--- config.mk ---
export PLATFORM = sky130hd
export DESIGN_NAME = insn_fetch_top
export DESIGN_NICKNAME = d
export VERILOG_FILES = /design/src/source/insn_pkg.sv /design/src/source/byte_ingress.sv /design/src/source/insn_length_decode.sv /design/src/source/insn_assembler.sv /design/src/source/insn_egress.sv /design/src/source/insn_fetch_top.sv
export SDC_FILE = /design/constraint.sdc
export NUM_CORES = 1
export LEC_CHECK = 0
export ABC_AREA = 1
export BUFFER_PORTS_ARGS = -buffer_cell sky130_fd_sc_hd__buf_4
export CAP_MARGIN = 20
export CORE_ASPECT_RATIO = 1.1
export CORE_UTILIZATION = 25
export CTS_CLUSTER_SIZE = 14
export DETAILED_ROUTE_END_ITERATION = 8
export PLACE_DENSITY = 0.48
export SYNTH_ARGS = -nofsm -noshare
export SYNTH_HDL_FRONTEND = slang
export SYNTH_HIERARCHICAL = 1
export SYNTH_SLANG_ARGS = --single-unit
--- constraint.sdc ---
create_clock -name clk -period 4.1 [get_ports clk]
set_clock_uncertainty 0.05 [all_clocks]
set_input_delay 0.615 -clock clk [delete_from_list [all_inputs] [get_ports clk]]
set_output_delay 0.615 -clock clk [all_outputs]
set_load 0.01 [all_outputs]
--- src/source/insn_pkg.sv ---
// ======================================
// shared definitions for the instruction-length front end
// opcode encodings, assembler states, the instruction record
// and the sizing constants for both credit interfaces
// ======================================
package insn_pkg;

	// ======================================
	// sizing
	// ======================================

	// ingress depth, which is also the number of credits the byte source starts with
	localparam int BYTE_FIFO_DEPTH = 8;
	// records the consumer can take before it has to return credits
	localparam int INSN_CREDITS = 4;
	// address of the first byte after reset
	localparam logic [15:0] RESET_PC = 16'hE000;

	// pointer and occupancy widths follow from the two depths
	localparam int BYTE_PTR_W = $clog2(BYTE_FIFO_DEPTH);
	localparam int BYTE_CNT_W = $clog2(BYTE_FIFO_DEPTH + 1);
	localparam int INSN_CNT_W = $clog2(INSN_CREDITS + 1);

	// ======================================
	// opcodes, real 65816 encodings
	// ======================================
	typedef enum logic [7:0] {
		// implied, flag, transfer and inc/dec forms
		op_clc = 8'h18, op_sec = 8'h38, op_cli = 8'h58, op_sei = 8'h78,
		op_clv = 8'hb8, op_cld = 8'hd8, op_sed = 8'hf8, op_nop = 8'hea,
		op_tax = 8'haa, op_txa = 8'h8a, op_tay = 8'ha8, op_tya = 8'h98,
		op_tsx = 8'hba, op_txs = 8'h9a, op_txy = 8'h9b, op_tyx = 8'hbb,
		op_xba = 8'heb, op_xce = 8'hfb, op_stp = 8'hdb, op_wai = 8'hcb,
		op_inx = 8'he8, op_dex = 8'hca, op_iny = 8'hc8, op_dey = 8'h88,
		op_ina = 8'h1a, op_dea = 8'h3a, op_rts = 8'h60, op_rtl = 8'h6b,
		op_rti = 8'h40, op_asl_acc = 8'h0a, op_rol_acc = 8'h2a, op_lsr_acc = 8'h4a,
		op_ror_acc = 8'h6a,
		// pushes and pulls, including the effective address pushes
		op_php = 8'h08, op_pha = 8'h48, op_phx = 8'hda, op_phy = 8'h5a,
		op_plp = 8'h28, op_pla = 8'h68, op_plx = 8'hfa, op_ply = 8'h7a,
		op_phb = 8'h8b, op_phd = 8'h0b, op_phk = 8'h4b, op_plb = 8'hab,
		op_pld = 8'h2b, op_pea = 8'hf4, op_per = 8'h62, op_pei = 8'hd4,
		// mode changes, interrupts, branches and jumps
		op_brk = 8'h00, op_sep = 8'he2, op_rep = 8'hc2, op_brl = 8'h82,
		op_bpl = 8'h10, op_bmi = 8'h30, op_bvc = 8'h50, op_bvs = 8'h70,
		op_bra = 8'h80, op_bcc = 8'h90, op_bcs = 8'hb0, op_bne = 8'hd0,
		op_beq = 8'hf0, op_jmp = 8'h4c, op_jmp_ind = 8'h6c, op_jmp_indx = 8'h7c,
		op_jsr = 8'h20, op_jsr_indx = 8'hfc, op_jml = 8'h5c, op_jsl = 8'h22,
		// immediates, the accumulator group first and then the index group
		op_ora_imm = 8'h09, op_and_imm = 8'h29, op_eor_imm = 8'h49, op_adc_imm = 8'h69,
		op_bit_imm = 8'h89, op_lda_imm = 8'ha9, op_cmp_imm = 8'hc9, op_sbc_imm = 8'he9,
		op_ldy_imm = 8'ha0, op_ldx_imm = 8'ha2, op_cpy_imm = 8'hc0, op_cpx_imm = 8'he0,
		// direct page and direct page indexed
		op_ora_zp = 8'h05, op_and_zp = 8'h25, op_eor_zp = 8'h45, op_adc_zp = 8'h65,
		op_sta_zp = 8'h85, op_lda_zp = 8'ha5, op_cmp_zp = 8'hc5, op_sbc_zp = 8'he5,
		op_ldx_zp = 8'ha6, op_ldy_zp = 8'ha4, op_stx_zp = 8'h86, op_sty_zp = 8'h84,
		op_stz_zp = 8'h64, op_bit_zp = 8'h24, op_inc_zp = 8'he6, op_dec_zp = 8'hc6,
		op_ora_zpx = 8'h15, op_and_zpx = 8'h35, op_eor_zpx = 8'h55, op_adc_zpx = 8'h75,
		op_sta_zpx = 8'h95, op_lda_zpx = 8'hb5, op_cmp_zpx = 8'hd5, op_sbc_zpx = 8'hf5,
		op_ldy_zpx = 8'hb4, op_sty_zpx = 8'h94, op_ldx_zpy = 8'hb6, op_stx_zpy = 8'h96,
		// indirect forms and stack relative
		op_ora_indy = 8'h11, op_and_indy = 8'h31, op_eor_indy = 8'h51, op_adc_indy = 8'h71,
		op_sta_indy = 8'h91, op_lda_indy = 8'hb1, op_cmp_indy = 8'hd1, op_sbc_indy = 8'hf1,
		op_lda_ind = 8'hb2, op_sta_ind = 8'h92, op_lda_indx = 8'ha1, op_sta_indx = 8'h81,
		op_lda_indl = 8'ha7, op_sta_indl = 8'h87, op_lda_indly = 8'hb7, op_sta_indly = 8'h97,
		op_lda_sr = 8'ha3, op_sta_sr = 8'h83, op_adc_sr = 8'h63, op_cmp_sr = 8'hc3,
		op_lda_sry = 8'hb3, op_sta_sry = 8'h93,
		// absolute and absolute indexed
		op_ora_abs = 8'h0d, op_and_abs = 8'h2d, op_eor_abs = 8'h4d, op_adc_abs = 8'h6d,
		op_sta_abs = 8'h8d, op_lda_abs = 8'had, op_cmp_abs = 8'hcd, op_sbc_abs = 8'hed,
		op_ldx_abs = 8'hae, op_ldy_abs = 8'hac, op_stx_abs = 8'h8e, op_sty_abs = 8'h8c,
		op_stz_abs = 8'h9c, op_bit_abs = 8'h2c, op_inc_abs = 8'hee, op_dec_abs = 8'hce,
		op_ora_absx = 8'h1d, op_and_absx = 8'h3d, op_eor_absx = 8'h5d, op_adc_absx = 8'h7d,
		op_sta_absx = 8'h9d, op_lda_absx = 8'hbd, op_cmp_absx = 8'hdd, op_sbc_absx = 8'hfd,
		op_ldy_absx = 8'hbc, op_ldx_absy = 8'hbe, op_lda_absy = 8'hb9, op_sta_absy = 8'h99,
		// absolute long and long indexed
		op_ora_long = 8'h0f, op_and_long = 8'h2f, op_eor_long = 8'h4f, op_adc_long = 8'h6f,
		op_sta_long = 8'h8f, op_lda_long = 8'haf, op_cmp_long = 8'hcf, op_sbc_long = 8'hef,
		op_lda_longx = 8'hbf, op_sta_longx = 8'h9f
	} opcode_e;

	// assembler FSM
	typedef enum logic [1:0] {
		idle_opcode,
		collect_operand,
		hold_output
	} asm_state_e;

	// one assembled instruction, operand byte 1 sits in the low bits
	typedef struct packed {
		logic [15:0] pc;
		logic [7:0]  opcode;
		logic [23:0] operand;
		logic [2:0]  length;
		logic        illegal;
		logic        m_bit;
		logic        x_bit;
	} insn_t;

endpackage

--- src/source/byte_ingress.sv ---
// ======================================
// byte_ingress
// byte FIFO on the upstream credit interface, returns one
// credit pulse for every byte the assembler pops
// ======================================
`timescale 1ns/10ps

module byte_ingress import insn_pkg::*; (
	input  logic       clk,
	input  logic       reset,
	input  logic       byte_valid,
	input  logic [7:0] byte_data,
	input  logic       head_pop,
	output logic       head_valid,
	output logic [7:0] head_data,
	output logic       byte_credit
);

	logic [7:0]            mem [BYTE_FIFO_DEPTH];
	logic [BYTE_PTR_W-1:0] wr_ptr;
	logic [BYTE_PTR_W-1:0] rd_ptr;
	logic [BYTE_CNT_W-1:0] count;
	logic                  push;
	logic                  pop;

	// the source only sends while it holds a credit, so a valid byte always has room
	assign push = byte_valid;
	// a pop request against an empty FIFO is ignored
	assign pop = head_pop && head_valid;

	assign head_valid = (count != '0);
	// head is read straight out of the array, no output register
	assign head_data = mem[rd_ptr];

	// storage array, payload only
	always_ff @(posedge clk) begin
		if (push) begin
			mem[wr_ptr] <= byte_data;
		end
	end

	always_ff @(posedge clk) begin
		if (reset) begin
			wr_ptr      <= '0;
			rd_ptr      <= '0;
			count       <= '0;
			byte_credit <= 1'b0;
		end else begin
			// both pointers wrap at the last entry
			if (push) begin
				wr_ptr <= (wr_ptr == BYTE_PTR_W'(BYTE_FIFO_DEPTH - 1)) ? '0 : wr_ptr + 1'b1;
			end
			if (pop) begin
				rd_ptr <= (rd_ptr == BYTE_PTR_W'(BYTE_FIFO_DEPTH - 1)) ? '0 : rd_ptr + 1'b1;
			end
			// occupancy holds when a push and a pop land together
			count <= count + BYTE_CNT_W'(push) - BYTE_CNT_W'(pop);
			// every freed entry goes back upstream one cycle later
			byte_credit <= pop;
		end
	end

endmodule

--- src/source/insn_length_decode.sv ---
// ======================================
// insn_length_decode
// opcode to instruction length table, 1 to 4 bytes,
// immediates sized by m_bit and x_bit, unknown opcodes flagged
// ======================================
`timescale 1ns/10ps

module insn_length_decode import insn_pkg::*; (
	input  logic [7:0] opcode,
	input  logic       m_bit,
	input  logic       x_bit,
	output logic [2:0] length,
	output logic       illegal
);

	opcode_e op;

	assign op = opcode_e'(opcode);

	always_comb begin
		illegal = 1'b0;
		case (op)
			// single byte forms, no operand at all
			op_clc, op_sec, op_cli, op_sei, op_clv, op_cld, op_sed, op_nop,
			op_tax, op_txa, op_tay, op_tya, op_tsx, op_txs, op_txy, op_tyx,
			op_xba, op_xce, op_stp, op_wai, op_rts, op_rtl, op_rti,
			op_inx, op_dex, op_iny, op_dey, op_ina, op_dea,
			op_asl_acc, op_rol_acc, op_lsr_acc, op_ror_acc,
			op_php, op_pha, op_phx, op_phy, op_plp, op_pla, op_plx, op_ply,
			op_phb, op_phd, op_phk, op_plb, op_pld:
				length = 3'd1;

			// one operand byte
			// BRK carries its signature byte, branches an 8-bit displacement
			op_brk, op_sep, op_rep, op_pei,
			op_bpl, op_bmi, op_bvc, op_bvs, op_bra, op_bcc, op_bcs, op_bne, op_beq,
			op_ora_zp, op_and_zp, op_eor_zp, op_adc_zp, op_sta_zp, op_lda_zp,
			op_cmp_zp, op_sbc_zp, op_ldx_zp, op_ldy_zp, op_stx_zp, op_sty_zp,
			op_stz_zp, op_bit_zp, op_inc_zp, op_dec_zp,
			op_ora_zpx, op_and_zpx, op_eor_zpx, op_adc_zpx, op_sta_zpx, op_lda_zpx,
			op_cmp_zpx, op_sbc_zpx, op_ldy_zpx, op_sty_zpx, op_ldx_zpy, op_stx_zpy,
			op_ora_indy, op_and_indy, op_eor_indy, op_adc_indy, op_sta_indy,
			op_lda_indy, op_cmp_indy, op_sbc_indy, op_lda_ind, op_sta_ind,
			op_lda_indx, op_sta_indx, op_lda_indl, op_sta_indl, op_lda_indly,
			op_sta_indly, op_lda_sr, op_sta_sr, op_adc_sr, op_cmp_sr,
			op_lda_sry, op_sta_sry:
				length = 3'd2;

			// 16-bit address or displacement
			op_jmp, op_jmp_ind, op_jmp_indx, op_jsr, op_jsr_indx,
			op_pea, op_per, op_brl,
			op_ora_abs, op_and_abs, op_eor_abs, op_adc_abs, op_sta_abs, op_lda_abs,
			op_cmp_abs, op_sbc_abs, op_ldx_abs, op_ldy_abs, op_stx_abs, op_sty_abs,
			op_stz_abs, op_bit_abs, op_inc_abs, op_dec_abs,
			op_ora_absx, op_and_absx, op_eor_absx, op_adc_absx, op_sta_absx,
			op_lda_absx, op_cmp_absx, op_sbc_absx, op_ldy_absx, op_ldx_absy,
			op_lda_absy, op_sta_absy:
				length = 3'd3;

			// 24-bit long address
			op_jml, op_jsl,
			op_ora_long, op_and_long, op_eor_long, op_adc_long, op_sta_long,
			op_lda_long, op_cmp_long, op_sbc_long, op_lda_longx, op_sta_longx:
				length = 3'd4;

			// accumulator immediates take a 16-bit operand once m is cleared
			op_ora_imm, op_and_imm, op_eor_imm, op_adc_imm,
			op_bit_imm, op_lda_imm, op_cmp_imm, op_sbc_imm:
				length = m_bit ? 3'd2 : 3'd3;

			// index immediates follow x the same way
			op_ldy_imm, op_ldx_imm, op_cpy_imm, op_cpx_imm:
				length = x_bit ? 3'd2 : 3'd3;

			// unknown opcodes step over one byte so the stream stays aligned
			default: begin
				length  = 3'd1;
				illegal = 1'b1;
			end
		endcase
	end

endmodule

--- src/source/insn_assembler.sv ---
// ======================================
// insn_assembler
// FSM that gathers the opcode and its operand bytes into one
// record, tracks pc and the m/x width flags, applies SEP/REP
// ======================================
`timescale 1ns/10ps

module insn_assembler import insn_pkg::*; (
	input  logic       clk,
	input  logic       reset,
	input  logic       head_valid,
	input  logic [7:0] head_data,
	output logic       head_pop,
	input  logic [2:0] length,
	input  logic       illegal,
	output logic       m_bit,
	output logic       x_bit,
	output logic [7:0] cur_opcode,
	output logic       rec_valid,
	output insn_t      rec,
	input  logic       rec_ready
);

	asm_state_e  state;
	logic [15:0] pc;
	// index of the next operand byte, 0 to 2
	logic [1:0]  opnd_idx;
	// record under construction, updated on every pop
	insn_t       work;
	logic        last_byte;

	// while idle the decoder looks at the head byte, afterwards at the latched opcode
	assign cur_opcode = (state == idle_opcode) ? head_data : work.opcode;

	// nothing is popped while a finished record waits for egress
	assign head_pop = head_valid && (state != hold_output);

	// the record goes out on the pop of its last byte, or later from hold_output
	assign rec_valid = (state == hold_output) || (head_pop && last_byte);

	// record as it would look with the head byte merged in
	always_comb begin
		rec       = work;
		last_byte = 1'b0;
		case (state)
			idle_opcode: begin
				rec.pc      = pc;
				rec.opcode  = head_data;
				rec.operand = '0;
				rec.length  = length;
				rec.illegal = illegal;
				rec.m_bit   = m_bit;
				rec.x_bit   = x_bit;
				// single byte instructions finish on the opcode itself
				last_byte   = (length == 3'd1);
			end
			collect_operand: begin
				rec.operand[8*opnd_idx +: 8] = head_data;
				// opcode plus this byte plus the ones already taken
				last_byte = ({1'b0, opnd_idx} + 3'd2 == work.length);
			end
			default: begin
				// hold_output shows the stored record unchanged
				last_byte = 1'b0;
			end
		endcase
	end

	// payload register, no reset needed
	always_ff @(posedge clk) begin
		if (head_pop) begin
			work <= rec;
		end
	end

	always_ff @(posedge clk) begin
		if (reset) begin
			state    <= idle_opcode;
			pc       <= RESET_PC;
			opnd_idx <= '0;
			m_bit    <= 1'b1;
			x_bit    <= 1'b1;
		end else begin
			// the stream is linear, one address per byte
			if (head_pop) begin
				pc <= pc + 16'd1;
				opnd_idx <= (last_byte || state == idle_opcode) ? '0 : opnd_idx + 2'd1;
			end

			if (head_pop && last_byte) begin
				state <= rec_ready ? idle_opcode : hold_output;
			end else if (head_pop) begin
				state <= collect_operand;
			end else if (state == hold_output && rec_ready) begin
				state <= idle_opcode;
			end

			// SEP sets and REP clears m (bit 5) and x (bit 4) as the instruction completes,
			// so the next opcode is already sized with the new widths
			if (head_pop && last_byte && rec.opcode == op_sep) begin
				m_bit <= m_bit | rec.operand[5];
				x_bit <= x_bit | rec.operand[4];
			end
			if (head_pop && last_byte && rec.opcode == op_rep) begin
				m_bit <= m_bit & ~rec.operand[5];
				x_bit <= x_bit & ~rec.operand[4];
			end
		end
	end

endmodule

--- src/source/insn_egress.sv ---
// ======================================
// insn_egress
// one-entry record holding register with a downstream
// credit counter, issues a record only when a credit is held
// ======================================
`timescale 1ns/10ps

module insn_egress import insn_pkg::*; (
	input  logic  clk,
	input  logic  reset,
	input  logic  rec_valid,
	input  insn_t rec,
	output logic  rec_ready,
	input  logic  insn_credit,
	output logic  insn_valid,
	output insn_t insn
);

	logic                  full;
	logic [INSN_CNT_W-1:0] credits;
	insn_t                 hold;
	logic                  issue;
	logic                  load;

	// a held record leaves as soon as the consumer has room for it
	assign issue = full && (credits != '0);
	// the entry can be refilled in the same cycle it is issued
	assign rec_ready = !full || issue;
	assign load = rec_valid && rec_ready;

	assign insn_valid = issue;
	assign insn = hold;

	always_ff @(posedge clk) begin
		if (load) begin
			hold <= rec;
		end
	end

	always_ff @(posedge clk) begin
		if (reset) begin
			full    <= 1'b0;
			credits <= INSN_CNT_W'(INSN_CREDITS);
		end else begin
			if (load) begin
				full <= 1'b1;
			end else if (issue) begin
				full <= 1'b0;
			end
			// an issue and a returned credit in one cycle cancel out
			credits <= credits - INSN_CNT_W'(issue) + INSN_CNT_W'(insn_credit);
		end
	end

endmodule

--- src/source/insn_fetch_top.sv ---
// ======================================
// insn_fetch_top
// byte ingress, length decoder, assembler and record egress
// wired into the instruction-length front end
// ======================================
`timescale 1ns/10ps

module insn_fetch_top import insn_pkg::*; (
	input  logic       clk,
	input  logic       reset,
	input  logic       byte_valid,
	input  logic [7:0] byte_data,
	output logic       byte_credit,
	output logic       insn_valid,
	output insn_t      insn,
	input  logic       insn_credit
);

	// FIFO head towards the assembler
	logic       head_valid;
	logic [7:0] head_data;
	logic       head_pop;
	// decoder lookup
	logic [7:0] cur_opcode;
	logic       m_bit;
	logic       x_bit;
	logic [2:0] length;
	logic       illegal;
	// finished records towards egress
	logic       rec_valid;
	logic       rec_ready;
	insn_t      rec;

	byte_ingress ingress0 (
		.clk         (clk),
		.reset       (reset),
		.byte_valid  (byte_valid),
		.byte_data   (byte_data),
		.head_pop    (head_pop),
		.head_valid  (head_valid),
		.head_data   (head_data),
		.byte_credit (byte_credit)
	);

	insn_length_decode decode0 (
		.opcode  (cur_opcode),
		.m_bit   (m_bit),
		.x_bit   (x_bit),
		.length  (length),
		.illegal (illegal)
	);

	insn_assembler assembler0 (
		.clk        (clk),
		.reset      (reset),
		.head_valid (head_valid),
		.head_data  (head_data),
		.head_pop   (head_pop),
		.length     (length),
		.illegal    (illegal),
		.m_bit      (m_bit),
		.x_bit      (x_bit),
		.cur_opcode (cur_opcode),
		.rec_valid  (rec_valid),
		.rec        (rec),
		.rec_ready  (rec_ready)
	);

	insn_egress egress0 (
		.clk         (clk),
		.reset       (reset),
		.rec_valid   (rec_valid),
		.rec         (rec),
		.rec_ready   (rec_ready),
		.insn_credit (insn_credit),
		.insn_valid  (insn_valid),
		.insn        (insn)
	);

endmodule

; ---- Yosys cells after proc, flatten, opt, wreduce, memory -nomap -nowiden
; Memories as Yosys holds them, arrays and structs flattened. A register that Yosys moved wholly into a read port is not among the register bits.
; Index checks and enable logic that the tools add are counted.
[op_classes]
add_sub_neg = 10
n_mul = 0
div_mod_pow = 0
magnitude_cmp = 0
n_eq_ne = 177
shift = 2
n_mux = 27
n_bitwise = 6
n_reduce_logical = 25
[ops]
columns = cell, count
row1 = $eq A8 B8 Y1 const B, 105
row2 = $eq A8 B7 Y1 const B, 35
row3 = $reduce_or A169 Y1, 1
row4 = $eq A8 B6 Y1 const B, 17
row5 = $reduce_or A63 Y1, 1
row6 = $eq A8 B4 Y1 const B, 6
row7 = $eq A8 B5 Y1 const B, 6
row8 = $pmux W24 S2, 1
row9 = $reduce_or A36 Y1, 1
row10 = $neg A5 Y34, 1
row11 = $shift A8 B34 Y24 const A, 1
row12 = $shiftx A8 B34 Y24, 1
row13 = $bwmux W24, 1
row14 = $mux W24, 1
row15 = $add A16 B1 Y16 const B, 1
row16 = $pmux W3 S5, 1
row17 = $mux W3, 4
row18 = $reduce_or A12 Y1, 1
row19 = $mux W1, 11
row20 = $mux W2, 5
row21 = $eq A8 B3 Y1 const B, 1
row22 = $logic_and A1 B1 Y1, 8
row23 = $logic_not A8 Y1, 1
row24 = $mux W8, 1
row25 = 26 further kinds, 35
[totals]
regBits = 145
latch_bits = 0
mem_bits_rw = 64
romBits = 0
input_bits = 12
output_inout_bits = 56
elab_cells = 273
mem_count = 1
[memory_table]
columns = memory, depth, word_bits, read_ports, rd_ports_with_merged_regs, write_ports, line
row1 = ingress0.mem, 8, 8, 1, 1, 1, byte_ingress.sv:19  ; logic [7:0] mem [BYTE_FIFO_DEPTH];

; ---- Longest topological paths before layout
[depth]
ltp_word = 11
ltp_mapped = 33
depth_no_buf = 31

; ---- Cells and area by module
; Netlist, hierarchy kept.
[by_module_without_submodules]
columns = mod, n_inst, cells_each, area_per_inst_um2, seq_area_each_um2
row1 = insn_assembler, 1, 465, 3915.0, 2062.0
row2 = byte_ingress, 1, 370, 3540.9, 2202.1
row3 = insn_egress, 1, 84, 1853.0, 1701.6
row4 = insn_length_decode, 1, 280, 1196.1, 0.0

; ---- Worst setup path after synthesis
; Ideal clock, no wire load.
[synth_timing]
kind = reg2reg
start = reg (tool-made name)
end = reg egress0.hold, in the netlist egress0/insn[0], enable pin
setup_ns = 0.408
arrival_time_ns = 3.696
t_required_ns = 3.642
slack_ns = -0.054
stages_incl_launch_ff = 30
path_buffers = 3
period_less_slack_ns = 4.154
path_cell_list = dfxtp_1 buf_6 inv_4 buf_8 nand2_2 nand3_1 nand2_1 nand2_1 nand2_1 nand2_1 o21ai_0 inv_1 nand2_1 nor2_1 buf_4 o21ai_0 nand2_1 nor2_1 nand2_1 nor2_1 nand3_1 nand2_1 inv_1 nor2_1 nand3_1 o21ai_2 nand2_2 nand2_1 nand2_1 inv_1
[synth_lines]
columns = item, line
row1 = to (signal assigned), insn_egress.sv:36  ; hold <= rec;
row2 = to (decl), insn_egress.sv:21  ; insn_t hold;

==> metrics <==
status=completed; TritonCTS clock tree=done; Post-CTS Hold Buffers=0; worst-path fanout max=14; Worst Max-Slew Pin Slew=~1.1 ns; minimum clock period=3.766 ns; Critical Path RT=approximately 4.3 ns; switching share of power=between 40% and 50%; GR Overflow Total=0; most used cell, CP=nand2_1; gpl congestion=0.9633; period utilisation layout=about nine tenths; Die ar.=approximately 43,000 um2; # placed instances=between 1,500 and 2,000; CP delay by family, top=simple AND/OR/NAND/NOR gates; crit path to=egress0/insn[49]; vias in the first global route=7,911; count of cell types in the netlist=46; core region area=between 40,000 and 50,000 um2; Root Buffer=clkbuf_16; Peak supply drop=around 0.49 mV; NetSw=roughly 5.3 mW; vias per inst=between 4 and 5; Logic pwr share=about 52%; Post-DRT Antenna Nets=0; Clk pwr share=roughly 17%; Crit path largest cell delay=0.39 ns; Leak=between 5 and 6 nW; Buf/Inv on CP=8; Ant. Diodes=0; Hold Fails Final Rpt=0; Layout Cells excl Fill=between 1,500 and 2,000; sequential share of power=a little under a third; Port Buffers=67; syn nets=between 1,000 and 1,500; final WL=~28,000 um; largest net degree at the start of global routing=70; CTS H-tree lvls=1; RSZ-0062 raised after global routing=no; critical path depth=29; Avg WL per Cell=about 15 um; number of remaining DRC errors=0; number of synthesized register bits=212; hold crit path type=in2reg; DR iter-0 viols=approximately 470; CTS Buf Count=25; max_slew headroom=27.08%; Critical-path top delay cell=dfxtp_1; DR pass1 iterations=5; first-pass GRT wire length=43,300 um; placed inst area=between 10,000 and 15,000 um2; CP endpoint kind=flip-flop; Vias=between 8,000 and 9,000; hold_sp=byte_data[7]; HPWL after DPL=between 15,000 and 20,000 um; Initial Utilization=between 20 and 30%; Gate Count Post-Synth=about 1,200; # setup viols final=0; area grow syn2layout=22.55%; CTS Buffer Depth=3; share of cells above drive strength 1=between 10% and 20%; final instance area=12,870 um2; commonest non-fill, non-tap cell in the layout=nand2_1; yosys warns=6; initial antenna violation count=0; CTS Sinks=212; clock slew at reported path FFs=about 0.06 ns; pwr dens=between 900 and 1000 nW/um2; MaxCap Viol Count=0; CP arrival=approximately 4.0 ns; Clock Latency Late Sink=~0.53 ns; Crit Path Class=reg2reg; Site Rows=78; R2R Path End=egress0/insn[49]; die width=approximately 200 um; Pins Over Slew Limit=0; die height=approximately 220 um; Final nets=~1,300; Pint=around 7.3 mW; Post-Syn Area=approximately 11,000 um2; startpoint kind of the worst setup timing path=flip-flop; reg2reg setup slack=0.33 ns; sequential fraction of the synthesis area=between 50% and 60%; Ports=68; setup TNS=0 ns; Post-Syn Area per Cell=8.762 um2; Peak Freq=around 0.27 GHz; FF-to-FF path depth=29; Tot GR Track Use=approximately an eighth; most frequent cells in the layout=nand2_1 (327), edfxtp_1 (172), inv_1 (170)
## worst register-to-register path: cells and delay by family, from the launching register on
kind	cells	cell delay, ns
AOI/OAI and AO/OA	2	0.16
buffers and inverters	8	1.01
DFF	1	0.39
and+or+nand+nor	19	1.91
## repair_timing
action                     in CTS  in global routing
setup endpoints to repair       0                 56
buffers inserted                0                  6
gates resized for setup         0                 49
## through the flow
stage | hold slack (ns) | power [mW] | utilization [%] | setup WS (ns)
after detailed placement | 0.4320 | 9.793 | 28.61 | 0.07439
after CTS | 0.2597 | 11.99 | 30.51 | 0.05966
final | 0.2857 | 12.54 | 31.11 | 0.3339
after floorplan | 0.4005 | 7.314 | - | 0.3361
after global routing | 0.2727 | 13.42 | 31.11 | 0.02433
after global placement | 0.4264 | 9.816 | 28.61 | 0.04024
## logic make-up (layout without fill, tap and decap cells)
group | Yosys count | count (layout) | share of synthesized area, %
buffers and inverters | 226 | 355 | 9.338
and+or+nand+nor | 608 | 608 | 24.36
xor gates and xnor gates | 2 | 2 | 0.1668
DFF | 212 | 212 | 56.79
adders and majority gates | 17 | 17 | 2.168
AOI/OAI and AO/OA | 134 | 134 | 7.182
## cell type report
type | instances | area [um2]
Tap cell | 560 | 700.7
Clock buffer | 32 | 661.9
Inverter | 187 | 713.2
Multi-Input combinational cell | 761 | 3671
Sequential cell | 212 | 5969
Clock inverter | 13 | 123.9
Fill cell | 4372 | 28510
Timing Repair inverter | 1 | 5.005
Timing Repair Buffer | 122 | 1028
## registers in the layout, summed over array words and instances (netlist names), named ones only
signal and flops:
ingress0/mem 64, assembler0/work 54, egress0/insn 54, assembler0/pc 16
ingress0/count 4, egress0/credits 3, ingress0/rd_ptr 3, ingress0/wr_ptr 3
assembler0/opnd_idx 2, assembler0/state 2, egress0/full 1, ingress0/byte_credit 1
## Yosys cell counts (all sizes together)
library cell,instances,area (um2)
a21boi,3,22.52
edfxtp,172,5165
o21ai,75,386.6
nor3,8,45.04
a211oi,3,22.52
nand4,9,56.30
buf,28,235.2
fa,2,40.04
o21a,2,15.01
nor3b,1,7.510
nor4,1,6.260
xnor2,1,8.760
dfxtp,40,800.8
xor2,1,8.760
clkbuf,11,41.29
o211ai,3,22.52
and3,1,6.260
a21oi,23,118.9
o41ai,1,8.760
o211a,1,10.01
nand3,87,445.4
and2,1,8.760
inv,187,704.4
o32ai,1,8.760
nor2,136,540.5
nand3b,1,7.510
ha,15,187.7
o21bai,1,7.510
a31oi,1,6.260
nand2,363,1435
o22ai,20,125.1
## power groups by stage
stage	registers, mW	logic, mW	clock network [mW]
floorplan	3.97	3.35	0
global placement	3.88	5.94	0
detailed placement	3.88	5.92	0
CTS	3.84	5.94	2.20
global route	3.91	7.22	2.29
finish	3.83	6.56	2.15
## per-layer routing
layer  part of all wire, %  GRT usage [%]  vias to the layer above  wire length, um
met2                    47          21.91                      190            13160
met5                     0              0                        -                0
met3                   4.4          1.953                       62             1221
met4                   3.0          3.747                        0              827
li1                      -              -                     4121                -
met1                    46          16.68                     3793            12740
## worst min-delay path by stage
stage | end | slack (ns) | cells after the start
after floorplan | flip-flop | 0.40 | 2
after global placement | assembler0/pc[13] | 0.43 | 2
after detailed placement | assembler0/pc[13] | 0.43 | 2
after CTS | ingress0/mem[2][7] | 0.26 | 1
after global routing | ingress0/mem[2][1] | 0.27 | 1
final | ingress0/mem[6][7] | 0.29 | 1
(Power assumes the default switching activity.)
